### src/design/l1d_pkg.sv
`default_nettype none

package l1d_pkg;

	// Address layout is tag | set | word | byte
	parameter int ADDR_W     = 32;
	parameter int TAG_W      = 22;
	parameter int SET_W      = 4;
	parameter int WORD_SEL_W = 4;

	parameter int WORD_W     = 32;
	parameter int LINE_WORDS = 16;		// 64-byte line

	parameter int MAX_WAYS   = 4;		// Upper bound for NUM_WAYS

	typedef logic [TAG_W-1:0]             tag_t;
	typedef logic [SET_W-1:0]             set_t;
	typedef logic [WORD_SEL_W-1:0]        word_sel_t;
	typedef logic [$clog2(MAX_WAYS)-1:0]  way_t;
	typedef logic [WORD_W-1:0]            word_t;

	// Word k sits at bits [k*32 +: 32]
	typedef logic [LINE_WORDS-1:0][WORD_W-1:0] line_t;

	// What the tag array does this cycle
	typedef enum logic [1:0] {
		TAG_OP_NONE = 2'd0,
		TAG_OP_FILL = 2'd1,		// Write wins over read
		TAG_OP_READ = 2'd2
	} tag_op_e;

endpackage

`default_nettype wire

### src/design/l1d_if.sv
`default_nettype none

// Request fields produced by decode, used by every later stage
interface l1d_lookup_if;
	logic                 rd_accept;
	l1d_pkg::set_t        rd_set;
	l1d_pkg::tag_t        rd_tag;
	l1d_pkg::word_sel_t   rd_word;
	l1d_pkg::tag_op_e     tag_op;
	l1d_pkg::set_t        wr_set;

	modport decode (output rd_accept, rd_set, rd_tag, rd_word, tag_op, wr_set);
	modport tag    (input rd_set, rd_tag, tag_op, wr_set);
	modport data   (input rd_set, wr_set);
	modport result (input rd_accept, rd_word);
endinterface


`default_nettype wire

### src/design/l1d_req_decode.sv
`default_nettype none

module l1d_req_decode (
	input  wire logic                         iRD_REQ,
	input  wire logic                         iWR_REQ,
	input  wire logic                         iRD_BUSY,
	input  wire logic [l1d_pkg::ADDR_W-1:0]   rd_addr,
	input  wire logic [l1d_pkg::ADDR_W-1:0]   wr_addr,
	output logic                              rd_busy,
	l1d_lookup_if.decode                      lk
);

	localparam int SET_LSB  = l1d_pkg::ADDR_W - l1d_pkg::TAG_W - l1d_pkg::SET_W;
	localparam int WORD_LSB = SET_LSB - l1d_pkg::WORD_SEL_W;

	logic collide;

	assign lk.rd_tag  = rd_addr[l1d_pkg::ADDR_W-1 -: l1d_pkg::TAG_W];
	assign lk.rd_set  = rd_addr[SET_LSB +: l1d_pkg::SET_W];
	assign lk.rd_word = rd_addr[WORD_LSB +: l1d_pkg::WORD_SEL_W];
	assign lk.wr_set  = wr_addr[SET_LSB +: l1d_pkg::SET_W];

	// Read and write to one address in the same cycle
	assign collide = iRD_REQ && iWR_REQ && (rd_addr == wr_addr);

	assign rd_busy      = iRD_BUSY || collide;
	assign lk.rd_accept = iRD_REQ && !rd_busy;

	always_comb begin
		if (iWR_REQ) begin
			lk.tag_op = l1d_pkg::TAG_OP_FILL;
		end
		else if (lk.rd_accept) begin
			lk.tag_op = l1d_pkg::TAG_OP_READ;
		end
		else begin
			lk.tag_op = l1d_pkg::TAG_OP_NONE;
		end
	end

endmodule

`default_nettype wire

### src/flat_wrapper.sv
// flat-port wrapper written by rule: the top's interface ports become plain ports
module l1d_req_decode_flat 
  (iRD_REQ, iWR_REQ, iRD_BUSY, rd_addr, wr_addr, rd_busy, lk_rd_accept, lk_rd_set, lk_rd_tag, lk_rd_word, lk_tag_op, lk_wr_set);
  l1d_lookup_if lk_i ();
  input  wire logic iRD_REQ;
  input  wire logic iWR_REQ;
  input  wire logic iRD_BUSY;
  input  wire logic [l1d_pkg::ADDR_W-1:0] rd_addr;
  input  wire logic [l1d_pkg::ADDR_W-1:0] wr_addr;
  output logic rd_busy;
  output wire logic [$bits(lk_i.rd_accept)-1:0] lk_rd_accept;
  output wire logic [$bits(lk_i.rd_set)-1:0] lk_rd_set;
  output wire logic [$bits(lk_i.rd_tag)-1:0] lk_rd_tag;
  output wire logic [$bits(lk_i.rd_word)-1:0] lk_rd_word;
  output wire logic [$bits(lk_i.tag_op)-1:0] lk_tag_op;
  output wire logic [$bits(lk_i.wr_set)-1:0] lk_wr_set;
  assign lk_rd_accept = lk_i.rd_accept;
  assign lk_rd_set = lk_i.rd_set;
  assign lk_rd_tag = lk_i.rd_tag;
  assign lk_rd_word = lk_i.rd_word;
  assign lk_tag_op = lk_i.tag_op;
  assign lk_wr_set = lk_i.wr_set;
  l1d_req_decode u_core (.iRD_REQ(iRD_REQ), .iWR_REQ(iWR_REQ), .iRD_BUSY(iRD_BUSY), .rd_addr(rd_addr), .wr_addr(wr_addr), .rd_busy(rd_busy), .lk(lk_i));
endmodule
### config.mk
export PLATFORM = sky130hd
export DESIGN_NAME = l1d_req_decode_flat
export DESIGN_NICKNAME = d
export VERILOG_FILES = /design/src/design/l1d_pkg.sv /design/src/design/l1d_if.sv /design/src/design/l1d_req_decode.sv /design/src/flat_wrapper.sv
export SDC_FILE = /design/constraint.sdc
export NUM_CORES = 1
export LEC_CHECK = 0
export BUFFER_PORTS_ARGS = -buffer_cell sky130_fd_sc_hd__buf_2
export CORE_MARGIN = 5
export CORE_UTILIZATION = 30
export DETAILED_ROUTE_END_ITERATION = 8
export PLACE_DENSITY = 0.85
export SLEW_MARGIN = 0
export SYNTH_ARGS = -nofsm -noshare
export SYNTH_HDL_FRONTEND = slang
export SYNTH_SLANG_ARGS = --single-unit
export TNS_END_PERCENT = 20
### constraint.sdc
create_clock -name vclk -period 1.3
set_clock_uncertainty 0.15 [all_clocks]
set_input_delay 0.065 -clock vclk [all_inputs]
set_output_delay 0.065 -clock vclk [all_outputs]
set_load 0.05 [all_outputs]
# Word level (Yosys, flattened, before mapping)
# Cells that the tools add are included.
totals:
  latchBits: 0
  memories: 0
  reg_bits: 0
  mem_bits_rw: 0
  rom_bits: 0
  wordCells: 8
classes:
  n_shift: 0
  eq_ne: 1
  n_mux: 2
  addsub: 0
  n_div: 0
  bitwise_logic: 0
  mul: 0
  magnitude_cmp: 0
  n_reduce_logical: 5
ops:
  columns: ["cell", "n"]
  rows:
  - ["$eq 32x32->1", 1]
  - ["$mux 2", 2]
  - ["$logic_and 1x1->1", 3]
  - ["$logic_not 1->1", 1]
  - ["$logic_or 1x1->1", 1]

# Logic depth before layout (Yosys ltp)
logic_depth:
  ltp_word: 7
  mapped_depth: 4
  ltp_nobuf: 4

# Worst setup path after synthesis
# OpenSTA, ideal clock, no wires.
synth_timing:
  path_type: "input-to-output"
  from: "in rd_addr[2] (netlist bit)"
  to: "out lk_rd_accept"
  cell_stages: 4
  arrival_ps: 1211
  setup_slack_ps: -126
  path_cell_list: "xnor2_1 nand4_1 nor4_2 a31oi_1"
synth_between:
  elab_chain_len: 5
synth_rtl:
  columns: ["item", "line_no", "text"]
  rows:
  - ["from (decl)", "flat_wrapper.sv:8", "input wire logic [l1d_pkg::ADDR_W-1:0] rd_addr;"]
  - ["$eq 32x32->1", "l1d_req_decode.sv:24", "assign collide = iRD_REQ && iWR_REQ && (rd_addr == wr_addr);"]
  - ["$logic_and 1x1->1", "l1d_req_decode.sv:24", null]
  - ["$logic_or 1x1->1", "l1d_req_decode.sv:26", "assign rd_busy = iRD_BUSY || collide;"]
  - ["$logic_not 1->1", "l1d_req_decode.sv:27", "assign lk.rd_accept = iRD_REQ && !rd_busy;"]
  - ["$logic_and 1x1->1", "l1d_req_decode.sv:27", null]
  - ["to (decl)", "flat_wrapper.sv:11", "output wire logic [$bits(lk_i.rd_accept)-1:0] lk_rd_accept;"]
# No other way between the ends.

# Final worst setup path
layout_timing:
  from: "in wr_addr[27] (netlist bit)"
  to: "out lk_rd_accept"
layout_between:
  elab_chain_len: 5
layout_rtl:
  columns: ["item", "line_no", "text"]
  rows:
  - ["from (decl)", "flat_wrapper.sv:9", "input wire logic [l1d_pkg::ADDR_W-1:0] wr_addr;"]
  - ["$eq 32x32->1", "l1d_req_decode.sv:24", null]
  - ["$logic_and 1x1->1", "l1d_req_decode.sv:24", null]
  - ["$logic_or 1x1->1", "l1d_req_decode.sv:26", null]
  - ["$logic_not 1->1", "l1d_req_decode.sv:27", null]
  - ["$logic_and 1x1->1", "l1d_req_decode.sv:27", null]
# No other way between the ends.

==> impl_metrics.yaml <==
placement:
  globalplace.congestion: 0.795
  hpwl_um: 2170
  portBuffers: 105
  pre_cts_ws_ns: -0.206
final_layout:
  mostFrequentLayoutCell: "buf_2"
  syn_to_final_growth_pct: 71.6
  drive_above_1_share: 0.763
  final_cell_mix: "96 x buf_2, 22 x xnor2_1, 8 x buf_6"
  num_antenna_cells: 0
  regArea_sq_um: 0
  clock_buffers: 0
  finalNetCount: 225
  seq_cells: 0
floorplanning:
  core_area_sq_mm: 0.00200
  ios: 105
  initial_utilization: 0.323
  die_x_um: 56.4
  num_rows: 16
  fp.dieH_um: 56.4
  die_area_sq_mm: 0.00318
hold_path:
  hold_depth: 2
  hp-start: "rd_addr[3]"
  hold_path_class: "input pin to output port"
  hold_path_end: "lk_rd_word[1]"
drt:
  drc: 0
  via_count: 791
  drtIter0Drc: 49
  totalWireLength_um: 2410
  routed_via_density: 4.32
  firstDrtPassIters: 4
  ant_nets: 0
  drt-wirelength-per-cell_um: 13.2
worst_setup_path:
  cpMaxStageDelayCell: "nor4_4"
  cp.required_ns: 1.09
  crit_chain: "buf_2 -> xnor2_1 -> nand4_1 -> nor4_4 -> buf_4 -> a31oi_4 -> buf_6"
  worstSetupPathType: "input pin to output port"
  start_kind: "input pin"
  crit_path_max_fanout: 2
  cp-end-kind: "output port"
  slowest_delay_ns: 0.27
  cp.arrival_ns: 1.23
synth:
  yosysUniqueCellTypes: 11
  syn_area_sq_um: 647
  synthCells: 82
  syn_avg_cell_area_sq_um: 7.89
  ys_seq_area_frac: 0
  yosys_warnings: 0
  syn_nets: 149
sta:
  max_slew_margin: 0.732
  slew_viol_final: 0
  tightestPinTransition_ns: 0.399
  hold_viol_final: 0
  max_clock_freq_mhz: 692
  fin_ws_ns: -0.145
  fin_crit_ns: 1.44
  finalCritPeriodShare: 1.11
  rsz0062_at_grt: "yes"
  finalSetupViolCount: 2
run_status:
  status: "finished with violations"
  violations: "setup timing"
global_routing:
  grt-ovfl-total: 0
  grt_pass1_wl_um: 3300
  antenna_found_initial: 0
  grt_pass1_vias: 757
  grt_max_degree: 4
  grt_usage: 0.122
flow_run:
  maxCapViolations: 0
power:
  seq_power_share: 0
  p_leak_nw: 0.595
  p_int_mw: 0.220
  p_sw_mw: 0.353
  clkPwrFrac: 0
  swShare: 0.616
  ir_drop_uv: 273
  power.density_mw_per_mm2: 516
  power_mw: 0.573
  comb_power_share: 1.000
clocking:
  ctsHoldBuffers: 0
[Yosys cell counts]
cell      count  area share
a31o_1        1       0.014
nor2_1        1      0.0058
nand4_1       7       0.068
xnor2_1      29        0.39
nor4_2        2       0.039
nor3_1        1      0.0077
nand3_1       1      0.0077
a31oi_1       1      0.0097
xor2_1        3       0.041
buf_4        35        0.41
nand2b_1      1      0.0097
[metal layers]
layer | global-route usage | share of wire
met5 | 0 | 0
met4 | 0 | 0.011
met3 | 0.0344 | 0.12
met2 | 0.257 | 0.56
met1 | 0.120 | 0.31
[what timing repair did]
item | 4_1_cts | 5_1_grt
pin swaps | 7 | 7
setup endpoints to repair | 2 | 2
setup buffers | 0 | 0
gates resized for setup | 12 | 10
[cell type report]
class	instances	area, sq um
well taps	27	33.8
multi-input cells	47	460
repair buffers	109	616
fillers	195	892
[worst max path at each step]
stage,slack (ns),cells past startpoint,from,end
final,-0.14,7,wr_addr[27],lk_rd_accept
after global routing,-0.26,7,wr_addr[27],lk_rd_accept
after CTS,-0.12,7,rd_addr[3],lk_rd_accept
after detailed placement,-0.21,7,wr_addr[6],lk_rd_accept
after global placement,-0.18,7,wr_addr[6],lk_rd_accept
after floorplan,-0.04,4,wr_addr[5],rd_busy
[power groups by stage]
stage               Sequential, mW  Combinational (mW)  Clock [mW]
floorplan                        0               0.408           0
global placement                 0               0.521           0
detailed placement               0               0.527           0
CTS                              0               0.552           0
global route                     0               0.603           0
finish                           0               0.573           0
[kinds of logic after synthesis]
group | Yosys count | synth area share
AO/OA/AOI/OAI | 2 | 0.0232
XOR/XNOR | 32 | 0.433
buffers and inverters | 35 | 0.406
AND/OR/NAND/NOR | 13 | 0.137
[per-stage QoR]
| step | util | setup TNS (ns) | hold slack, ns | instance area [sq um] | instances |
|---|---|---|---|---|---|
| final | 0.554 | -0.237 | 0.279 | 1110 | 183 |
| after global routing | 0.554 | -0.467 | 0.283 | 1110 | 183 |
| after detailed placement | 0.489 | -0.395 | 0.290 | 980 | 183 |
| after floorplan | - | -0.0448 | 0.147 | 653 | 82 |
| after CTS | 0.524 | -0.178 | 0.278 | 1050 | 183 |
| after global placement | 0.489 | -0.339 | 0.289 | 980 | 183 |
[worst max-delay path: cells and delay by family]
kind | cells | cell delay, ns
AND/OR/NAND/NOR | 2 | 0.46
buffers and inverters | 3 | 0.43
XOR/XNOR | 1 | 0.19
AO/OA/AOI/OAI | 1 | 0.07
No activity file was read; power rests on OpenSTA's default activity.
