==> src/design/l1d_pkg.sv <==
`default_nettype none

package l1d_pkg;

	// Address layout is tag | set | word | byte
	parameter int ADDR_W     = 32;
	parameter int TAG_W      = 22;
	parameter int SET_W      = 4;
	parameter int WORD_SEL_W = 4;

	parameter int WORD_W     = 32;
	parameter int LINE_WORDS = 16;		// 64-byte line

	parameter int MAX_WAYS   = 4;		// Upper bound for NUM_WAYS

	typedef logic [TAG_W-1:0]             tag_t;
	typedef logic [SET_W-1:0]             set_t;
	typedef logic [WORD_SEL_W-1:0]        word_sel_t;
	typedef logic [$clog2(MAX_WAYS)-1:0]  way_t;
	typedef logic [WORD_W-1:0]            word_t;

	// Word k sits at bits [k*32 +: 32]
	typedef logic [LINE_WORDS-1:0][WORD_W-1:0] line_t;

	// What the tag array does this cycle
	typedef enum logic [1:0] {
		TAG_OP_NONE = 2'd0,
		TAG_OP_FILL = 2'd1,		// Write wins over read
		TAG_OP_READ = 2'd2
	} tag_op_e;

endpackage

`default_nettype wire

==> src/design/l1d_if.sv <==
`default_nettype none

// Request fields produced by decode, used by every later stage
interface l1d_lookup_if;
	logic                 rd_accept;
	l1d_pkg::set_t        rd_set;
	l1d_pkg::tag_t        rd_tag;
	l1d_pkg::word_sel_t   rd_word;
	l1d_pkg::tag_op_e     tag_op;
	l1d_pkg::set_t        wr_set;

	modport decode (output rd_accept, rd_set, rd_tag, rd_word, tag_op, wr_set);
	modport tag    (input rd_set, rd_tag, tag_op, wr_set);
	modport data   (input rd_set, wr_set);
	modport result (input rd_accept, rd_word);
endinterface

// Way decisions made by tag control
interface l1d_fill_if;
	logic            fill_en;
	l1d_pkg::way_t   fill_way;
	logic            hit;
	l1d_pkg::way_t   hit_way;

	modport tag    (output fill_en, fill_way, hit, hit_way);
	modport data   (input fill_en, fill_way);
	modport result (input hit, hit_way);
endinterface

`default_nettype wire

==> src/design/l1d_tag_ctrl.sv <==
`default_nettype none

module l1d_tag_ctrl #(
	parameter int NUM_WAYS = 4
) (
	input  wire logic            iCLOCK,
	input  wire logic            inRESET,
	input  wire logic            iREMOVE,
	input  wire l1d_pkg::tag_t   wr_tag,
	l1d_lookup_if.tag            lk,
	l1d_fill_if.tag              fl
);

	localparam int SETS = 2 ** l1d_pkg::SET_W;

	l1d_pkg::tag_t   tag_q   [NUM_WAYS][SETS];
	logic [SETS-1:0] valid_q [NUM_WAYS];

	logic            rd_match;
	l1d_pkg::way_t   rd_way;
	logic            same_tag;
	l1d_pkg::way_t   same_way;
	logic            free_found;
	l1d_pkg::way_t   free_way;
	l1d_pkg::way_t   victim;

	// Lookup, walking down so the lowest way wins
	always_comb begin
		rd_match = 1'b0;
		rd_way   = '0;
		for (int w = NUM_WAYS - 1; w >= 0; w--) begin
			if (valid_q[w][lk.rd_set] && (tag_q[w][lk.rd_set] == lk.rd_tag)) begin
				rd_match = 1'b1;
				rd_way   = l1d_pkg::way_t'(w);
			end
		end
	end

	// Victim search, a stored tag matches even when the line is invalid
	always_comb begin
		same_tag   = 1'b0;
		same_way   = '0;
		free_found = 1'b0;
		free_way   = '0;
		for (int w = NUM_WAYS - 1; w >= 0; w--) begin
			if (tag_q[w][lk.wr_set] == wr_tag) begin
				same_tag = 1'b1;
				same_way = l1d_pkg::way_t'(w);
			end
			if (!valid_q[w][lk.wr_set]) begin
				free_found = 1'b1;
				free_way   = l1d_pkg::way_t'(w);
			end
		end
	end

	always_comb begin
		if (same_tag) begin
			victim = same_way;		// Refill in place
		end
		else if (free_found) begin
			victim = free_way;
		end
		else begin
			victim = l1d_pkg::way_t'(NUM_WAYS - 1);		// All valid, evict the last way
		end
	end

	assign fl.hit      = rd_match;
	assign fl.hit_way  = rd_way;
	assign fl.fill_en  = (lk.tag_op == l1d_pkg::TAG_OP_FILL);
	assign fl.fill_way = victim;

	always_ff @(posedge iCLOCK or negedge inRESET) begin
		if (!inRESET) begin
			for (int w = 0; w < NUM_WAYS; w++) begin
				valid_q[w] <= '0;
				for (int s = 0; s < SETS; s++) begin
					tag_q[w][s] <= '0;
				end
			end
		end
		else if (iREMOVE) begin
			for (int w = 0; w < NUM_WAYS; w++) begin
				valid_q[w] <= '0;		// Tags stay
			end
		end
		else begin
			case (lk.tag_op)
				l1d_pkg::TAG_OP_FILL: begin
					tag_q[victim][lk.wr_set]   <= wr_tag;
					valid_q[victim][lk.wr_set] <= 1'b1;
				end
				l1d_pkg::TAG_OP_READ: begin
					// Every valid line has equal priority, nothing to promote
				end
				default: begin
				end
			endcase
		end
	end

endmodule

`default_nettype wire

==> src/flat_wrapper.sv <==
// flat-port wrapper written by rule: the top's interface ports become plain ports
module l1d_tag_ctrl_flat 
#(
	parameter int NUM_WAYS = 4
)
  (iCLOCK, inRESET, iREMOVE, wr_tag, lk_rd_set, lk_rd_tag, lk_tag_op, lk_wr_set, fl_fill_en, fl_fill_way, fl_hit, fl_hit_way);
  l1d_lookup_if lk_i ();
  l1d_fill_if fl_i ();
  input  wire logic iCLOCK;
  input  wire logic inRESET;
  input  wire logic iREMOVE;
  input  wire l1d_pkg::tag_t wr_tag;
  input wire logic [$bits(lk_i.rd_set)-1:0] lk_rd_set;
  input wire logic [$bits(lk_i.rd_tag)-1:0] lk_rd_tag;
  input wire logic [$bits(lk_i.tag_op)-1:0] lk_tag_op;
  input wire logic [$bits(lk_i.wr_set)-1:0] lk_wr_set;
  output wire logic [$bits(fl_i.fill_en)-1:0] fl_fill_en;
  output wire logic [$bits(fl_i.fill_way)-1:0] fl_fill_way;
  output wire logic [$bits(fl_i.hit)-1:0] fl_hit;
  output wire logic [$bits(fl_i.hit_way)-1:0] fl_hit_way;
  assign lk_i.rd_set = lk_rd_set;
  assign lk_i.rd_tag = lk_rd_tag;
  assign lk_i.tag_op = lk_tag_op;
  assign lk_i.wr_set = lk_wr_set;
  assign fl_fill_en = fl_i.fill_en;
  assign fl_fill_way = fl_i.fill_way;
  assign fl_hit = fl_i.hit;
  assign fl_hit_way = fl_i.hit_way;
  l1d_tag_ctrl #(.NUM_WAYS(NUM_WAYS)) u_core (.iCLOCK(iCLOCK), .inRESET(inRESET), .iREMOVE(iREMOVE), .wr_tag(wr_tag), .lk(lk_i), .fl(fl_i));
endmodule
==> config.mk <==
export PLATFORM = sky130hd
export DESIGN_NAME = l1d_tag_ctrl_flat
export DESIGN_NICKNAME = d
export VERILOG_FILES = /design/src/design/l1d_pkg.sv /design/src/design/l1d_if.sv /design/src/design/l1d_tag_ctrl.sv /design/src/flat_wrapper.sv
export SDC_FILE = /design/constraint.sdc
export NUM_CORES = 2
export LEC_CHECK = 0
export BUFFER_PORTS_ARGS = -buffer_cell sky130_fd_sc_hd__buf_2
export CAP_MARGIN = 30
export CORE_UTILIZATION = 45
export CTS_BUF_LIST = sky130_fd_sc_hd__clkbuf_16
export DETAILED_ROUTE_END_ITERATION = 8
export SETUP_SLACK_MARGIN = 0.02
export SLEW_MARGIN = 20
export SYNTH_ARGS = -nofsm -noshare
export SYNTH_HDL_FRONTEND = slang
export SYNTH_SLANG_ARGS = --single-unit
==> constraint.sdc <==
create_clock -name iCLOCK -period 6 [get_ports iCLOCK]
set_clock_uncertainty 0.05 [all_clocks]
set_input_delay 1.2 -clock iCLOCK [delete_from_list [all_inputs] [get_ports iCLOCK]]
set_output_delay 1.2 -clock iCLOCK [all_outputs]
set_load 0.1 [all_outputs]
# Yosys cells after proc, flatten, opt, wreduce, memory -nomap -nowiden
# Index checks and enable logic that the tools add are counted.
[totals]
elab_cells = 176
register_bits = 1472
romBits = 0
latchBits = 0
ramBits = 0
input_bits = 57
output_inout_bits = 6
mem_count = 0
[classes]
div = 0
multipliers = 0
muxes = 77
eq_ne = 9
bitwise = 5
addsub = 0
shifts = 0
reduce_logical = 9
order_cmp = 8
[op_table]
columns = ["cell", "count"]
rows = [
  ["$bwmux W1408", 1],
  ["$bmux W22 S4", 8],
  ["$demux W352 S2", 1],
  ["$mux W22", 17],
  ["$mux W352", 1],
  ["$eq A22 B22 Y1", 8],
  ["$mux W64", 2],
  ["$demux W22 S4", 1],
  ["$or A64 B64 Y64", 1],
  ["$bmux W1 S4", 8],
  ["$demux W16 S2", 1],
  ["$mux W2", 14],
  ["$mux W1", 21],
  ["$mux W16", 1],
  ["$ge A5 B5 Y1 const B", 2],
  ["$lt A4 B5 Y1 const B", 2],
  ["$not A4 Y5", 2],
  ["$logic_and A1 B1 Y1", 7],
  ["$lt A5 B1 Y1 const B", 1],
  ["$demux W1 S4", 1],
  ["$ge A4 B1 Y1 const B", 1],
  ["$ge A3 B3 Y1 const B", 1],
  ["$lt A3 B1 Y1 const B", 1],
  ["$not A2 Y3", 1],
  ["4 further kinds", 4],
]

# Depth between registers and ports, before layout
[depth]
ltp_word = 18
depth_mapped = 20
mapped_depth_nobuf = 10

# Worst setup path before layout
# Ideal clock, no wire load.
[synth_timing]
path_type = "in2out"
from = "input lk_rd_set[0]"
to = "output fl_hit_way[0]"
path_buffers = 4
t_arrival_ns = 6.776
required_ns = 4.750
setup_slack_ns = -2.026
stages = 10
path_cell_list = "clkbuf_1 > buf_1 > clkbuf_1 > buf_1 > mux4_2 > mux4_2 > xor2_1 > nor4_1 > nand4_1 > a21boi_0"
[synth_via]
elab_chain_cells = 10
elab_cells_between_ends = 33
classes_between = "eq/ne (4); mux (24); bitwise (1); reduce/logical (4)"
[synth_lines]
columns = ["item", "line_no", "rtl"]
rows = [
  ["start, declared", "flat_wrapper.sv:13", "input wire logic [$bits(lk_i.rd_set)-1:0] lk_rd_set;"],
  ["$not A4 Y5 (implied by the code)", "l1d_tag_ctrl.sv:32", "if (valid_q[w][lk.rd_set] && (tag_q[w][lk.rd_set] == lk.rd_tag)) begin"],
  ["$bmux W22 S4", "l1d_tag_ctrl.sv:32", ""],
  ["$mux W22 (implied by the code) (2 in a row)", "l1d_tag_ctrl.sv:32", ""],
  ["$eq A22 B22 Y1", "l1d_tag_ctrl.sv:32", ""],
  ["$logic_and A1 B1 Y1", "l1d_tag_ctrl.sv:32", ""],
  ["$mux W2 (3 in a row)", "l1d_tag_ctrl.sv:32", ""],
  ["$mux W2 *", "l1d_tag_ctrl.sv:32", ""],
  ["end, declared", "flat_wrapper.sv:20", "output wire logic [$bits(fl_i.hit_way)-1:0] fl_hit_way;"],
]
# Mark *: on every way between the ends. The rest lies on a longest branch, timed or not. The select of a mux whose other input is x is not followed.

# Worst setup path in the final report
[layout_timing]
from = "input lk_wr_set[0]"
to = "output fl_fill_way[1]"
[layout_via]
elab_chain_cells = 10
elab_cells_between_ends = 43
classes_between = "eq/ne (4); mux (38); bitwise (1)"
[layout_lines]
columns = ["item", "line_no", "rtl"]
rows = [
  ["start, declared", "flat_wrapper.sv:16", "input wire logic [$bits(lk_i.wr_set)-1:0] lk_wr_set;"],
  ["$not A4 Y5 (implied by the code)", "l1d_tag_ctrl.sv:46", "if (tag_q[w][lk.wr_set] == wr_tag) begin"],
  ["$bmux W22 S4", "l1d_tag_ctrl.sv:46", ""],
  ["$mux W22 (implied by the code) (2 in a row)", "l1d_tag_ctrl.sv:46", ""],
  ["$eq A22 B22 Y1", "l1d_tag_ctrl.sv:46", ""],
  ["$mux W2 or $mux W1 (tied branches) (4 in a row)", "l1d_tag_ctrl.sv:46", ""],
  ["$mux W2 *", "l1d_tag_ctrl.sv:58", "if (same_tag) begin"],
  ["end, declared", "flat_wrapper.sv:18", "output wire logic [$bits(fl_i.fill_way)-1:0] fl_fill_way;"],
]
# Marks and branches as above.

==> impl_metrics.yaml <==
cells_and_area:
  final_common_cell: "dfrtp_1"
  layout-drive-gt1-share_pct: 53.8
  area_delta_synth_final_pct: 15.8
  n_fill_cell: 14700
  finalNonFillerCells: 7992
  final_cell_mix: "dfrtp_1, mux2_2, mux4_2"
  nNetsFinal: 5553
critical_path:
  startpoint_type: "input port"
  cp_cell_sequence: "buf_8 -> buf_12 -> nor2b_4 -> buf_12 -> a22o_1 -> nor3_1 -> o311ai_2 -> o211ai_1 -> a21o_1 -> nor4_4 -> buf_12 -> nor2_2 -> a211oi_4 -> buf_12"
  worst-path-buf-inv: 5
  setup.worst_path.end_class: "output pin"
  crit_family: "compound AO/OA/AOI/OAI gates"
  cpPeakStageDelay_ns: 0.47
  critical_path_depth: 14
  cpMaxStageDelayCell: "a211oi_4"
  required_ns: 4.75
  r2r_cells: 14
  crit_fanout: 25
  worstSetupPathType: "in2out"
  cp.arrival_ns: 4.73
  crit_path_frequent_cell: "buf_12"
sta:
  fin_tns_setup_ns: 0
  relSlewSlack_pct: 30.2
  rsz0062_at_grt: "no"
  tightest_slew_ns: 1.05
  setup_viol: 0
  fin_crit_ns: 5.98
  max_freq_mhz: 167
  hold_violations: 0
  post-route-period-util_pct: 99.7
  drv_slew: 0
detailed_routing:
  antenna_left: 0
  vias: 51600
  first_iter_violations: 5372
  post-route-drc-count: 0
  drt-total-wl_um: 272000
  dr.pass1.iters: 5
  wl_per_cell_um: 34.0
  routed_via_density: 6.46
synthesis:
  netlist_instances: 5318
  synth-seq-cells: 1472
  synth_cell_types: 68
  syn_avg_cell_area_um2: 15.2
  synthSimpleGateAreaFrac_pct: 1.95
  synth.area.mux_share_pct: 43.8
  synthAdderAreaFrac_pct: 0
  seq_area_frac_synth_pct: 45.5
  ys_warn_count: 0
  synth.cell_area_um2: 81000
  synthArstFlopShare_pct: 100
  synth_edf_count: 0
  synth-xor-area-share_pct: 2.42
  synth-compound-area-share_pct: 2.44
  synth_top_family_by_area: "multiplexers"
  synth_fp_nets: 5375
  yosys_most_used_dff: "dfrtp_1"
floorplanning:
  coreArea_um2: 179000
  io_pins: 63
  start_util_pct: 45.4
  die_x_um: 426
  core.rowCount: 155
  chipHeight_um: 426
  die_area_um2: 182000
cts:
  clkLatencyLatePin_ns: 0.85
  cts-root-buf: "clkbuf_16"
  cts_buffers: 166
  cts_max_path_buffers: 3
  clk_pin_slew_worst_paths_ns: 0.06
  cts_hold_buf: 0
  cts_num_sinks: 1472
  h-tree-depth: 4
  cts_tree: "built"
placement:
  placed_cells: 7672
  port_buffers: 62
  routabilityCongestion: 0.906
  hpwl_um: 182000
global_routing:
  grt_usage_pct: 30.2
  grt_pass1_wl_um: 396000
  first_global_vias: 53400
  antenna_found_initial: 11
  grt_start_max_net_pins: 133
  overflow: 0
pwr:
  ir_drop_uv: 197
  power_uw: 23300
  power_density_nw_per_um2: 249
  p_leak_uw: 0.0436
status:
  status: "finished clean"
run:
  drv_cap: 0
min_path:
  hold_class: "in2async"
final timing paths:
path / startpoint / to / slack (ns)
min reg2reg: u_core.valid_q[6]$_DFFE_PN0P_ / u_core.valid_q[6]$_DFFE_PN0P_ / 0.42
min in group iCLOCK: u_core.valid_q[6]$_DFFE_PN0P_ / u_core.valid_q[6]$_DFFE_PN0P_ / 0.42
max: lk_wr_set[0] / fl_fill_way[1] / 0.02
max in group asynchronous: inRESET / u_core.tag_q[656]$_DFFE_PN0P_ / 4.06
max reg2reg: u_core.tag_q[37]$_DFFE_PN0P_ / u_core.tag_q[196]$_DFFE_PN0P_ / 1.25
min: inRESET / u_core.tag_q[743]$_DFFE_PN0P_ / 0.30
per-layer routing:
layer	up-vias	track usage, %	part of all wire [%]
met3	488	5.62	6.9
met5	-	0	0
met1	28400	41.6	42
li1	20800	-	-
met2	2029	47.0	47
met4	0	13.0	4.7
synthesized netlist by cell type, types with 37 or more instances:
| master | number | area, µm² |
|---|---|---|
| o21ai_0 | 46 | 230 |
| xnor2_1 | 136 | 1190 |
| buf_6 | 54 | 608 |
| mux4_2 | 710 | 16000 |
| nand2_1 | 56 | 210 |
| clkbuf_1 | 265 | 995 |
| mux2_2 | 1307 | 14700 |
| dfrtp_1 | 1472 | 36800 |
| mux2_4 | 76 | 1140 |
| a22oi_1 | 37 | 278 |
| xor2_1 | 88 | 771 |
| buf_2 | 139 | 696 |
| mux2i_1 | 294 | 2940 |
| buf_4 | 55 | 413 |
| buf_1 | 61 | 229 |
| inv_1 | 41 | 154 |
| mux2_1 | 60 | 676 |
metrics by stage:
stage               hold slack [ns]  instance area, µm²  util (%)  setup WS (ns)
floorplan                     0.394               81100         -         0.0219
CTS                           0.374               93500      52.4        -0.0229
finish                        0.298               93800      52.5         0.0180
global placement              0.404               87900      49.2         -0.556
global route                  0.337               93800      52.5         0.0291
detailed placement            0.411               88000      49.2         -0.544
registers in the layout, indices dropped and copies added (netlist names):
signal,flops
u_core.tag_q,1408
u_core.valid_q,64
final cells by class:
class                   count  area [µm²]  area share (%)
flip-flops and latches   1472       36800            39.3
inverters                  44         170           0.181
clock buffers             166        4150            4.43
clock inverters           137        1210            1.29
repair buffers            588        7000            7.46
diodes                      6        15.0          0.0160
multi-input cells        3224       41500            44.2
well taps                2355        2950            3.14
kinds of logic after synthesis:
group                  after synthesis
AO/OA/AOI/OAI                      272
flip-flops                        1472
AND/OR/NAND/NOR                    280
buffers and inverters              622
XOR/XNOR                           224
multiplexers                      2448
timing repair:
| action | 4_1_cts | 5_1_grt |
|---|---|---|
| buffers inserted | 0 | 6 |
| gates cloned | 2 | 3 |
| setup endpoints to repair | 3 | 3 |
| hold endpoints to repair | 0 | 0 |
| gates resized for setup | 25 | 27 |
| pin swaps | 5 | 6 |
report_power, final:
group          leakage, µW  internal, µW  switching [µW]
combinational       0.0205          1190            1480
clock              0.00274          5680            4460
sequential          0.0203         10300             263
No activity file was read; power rests on OpenSTA's default activity.
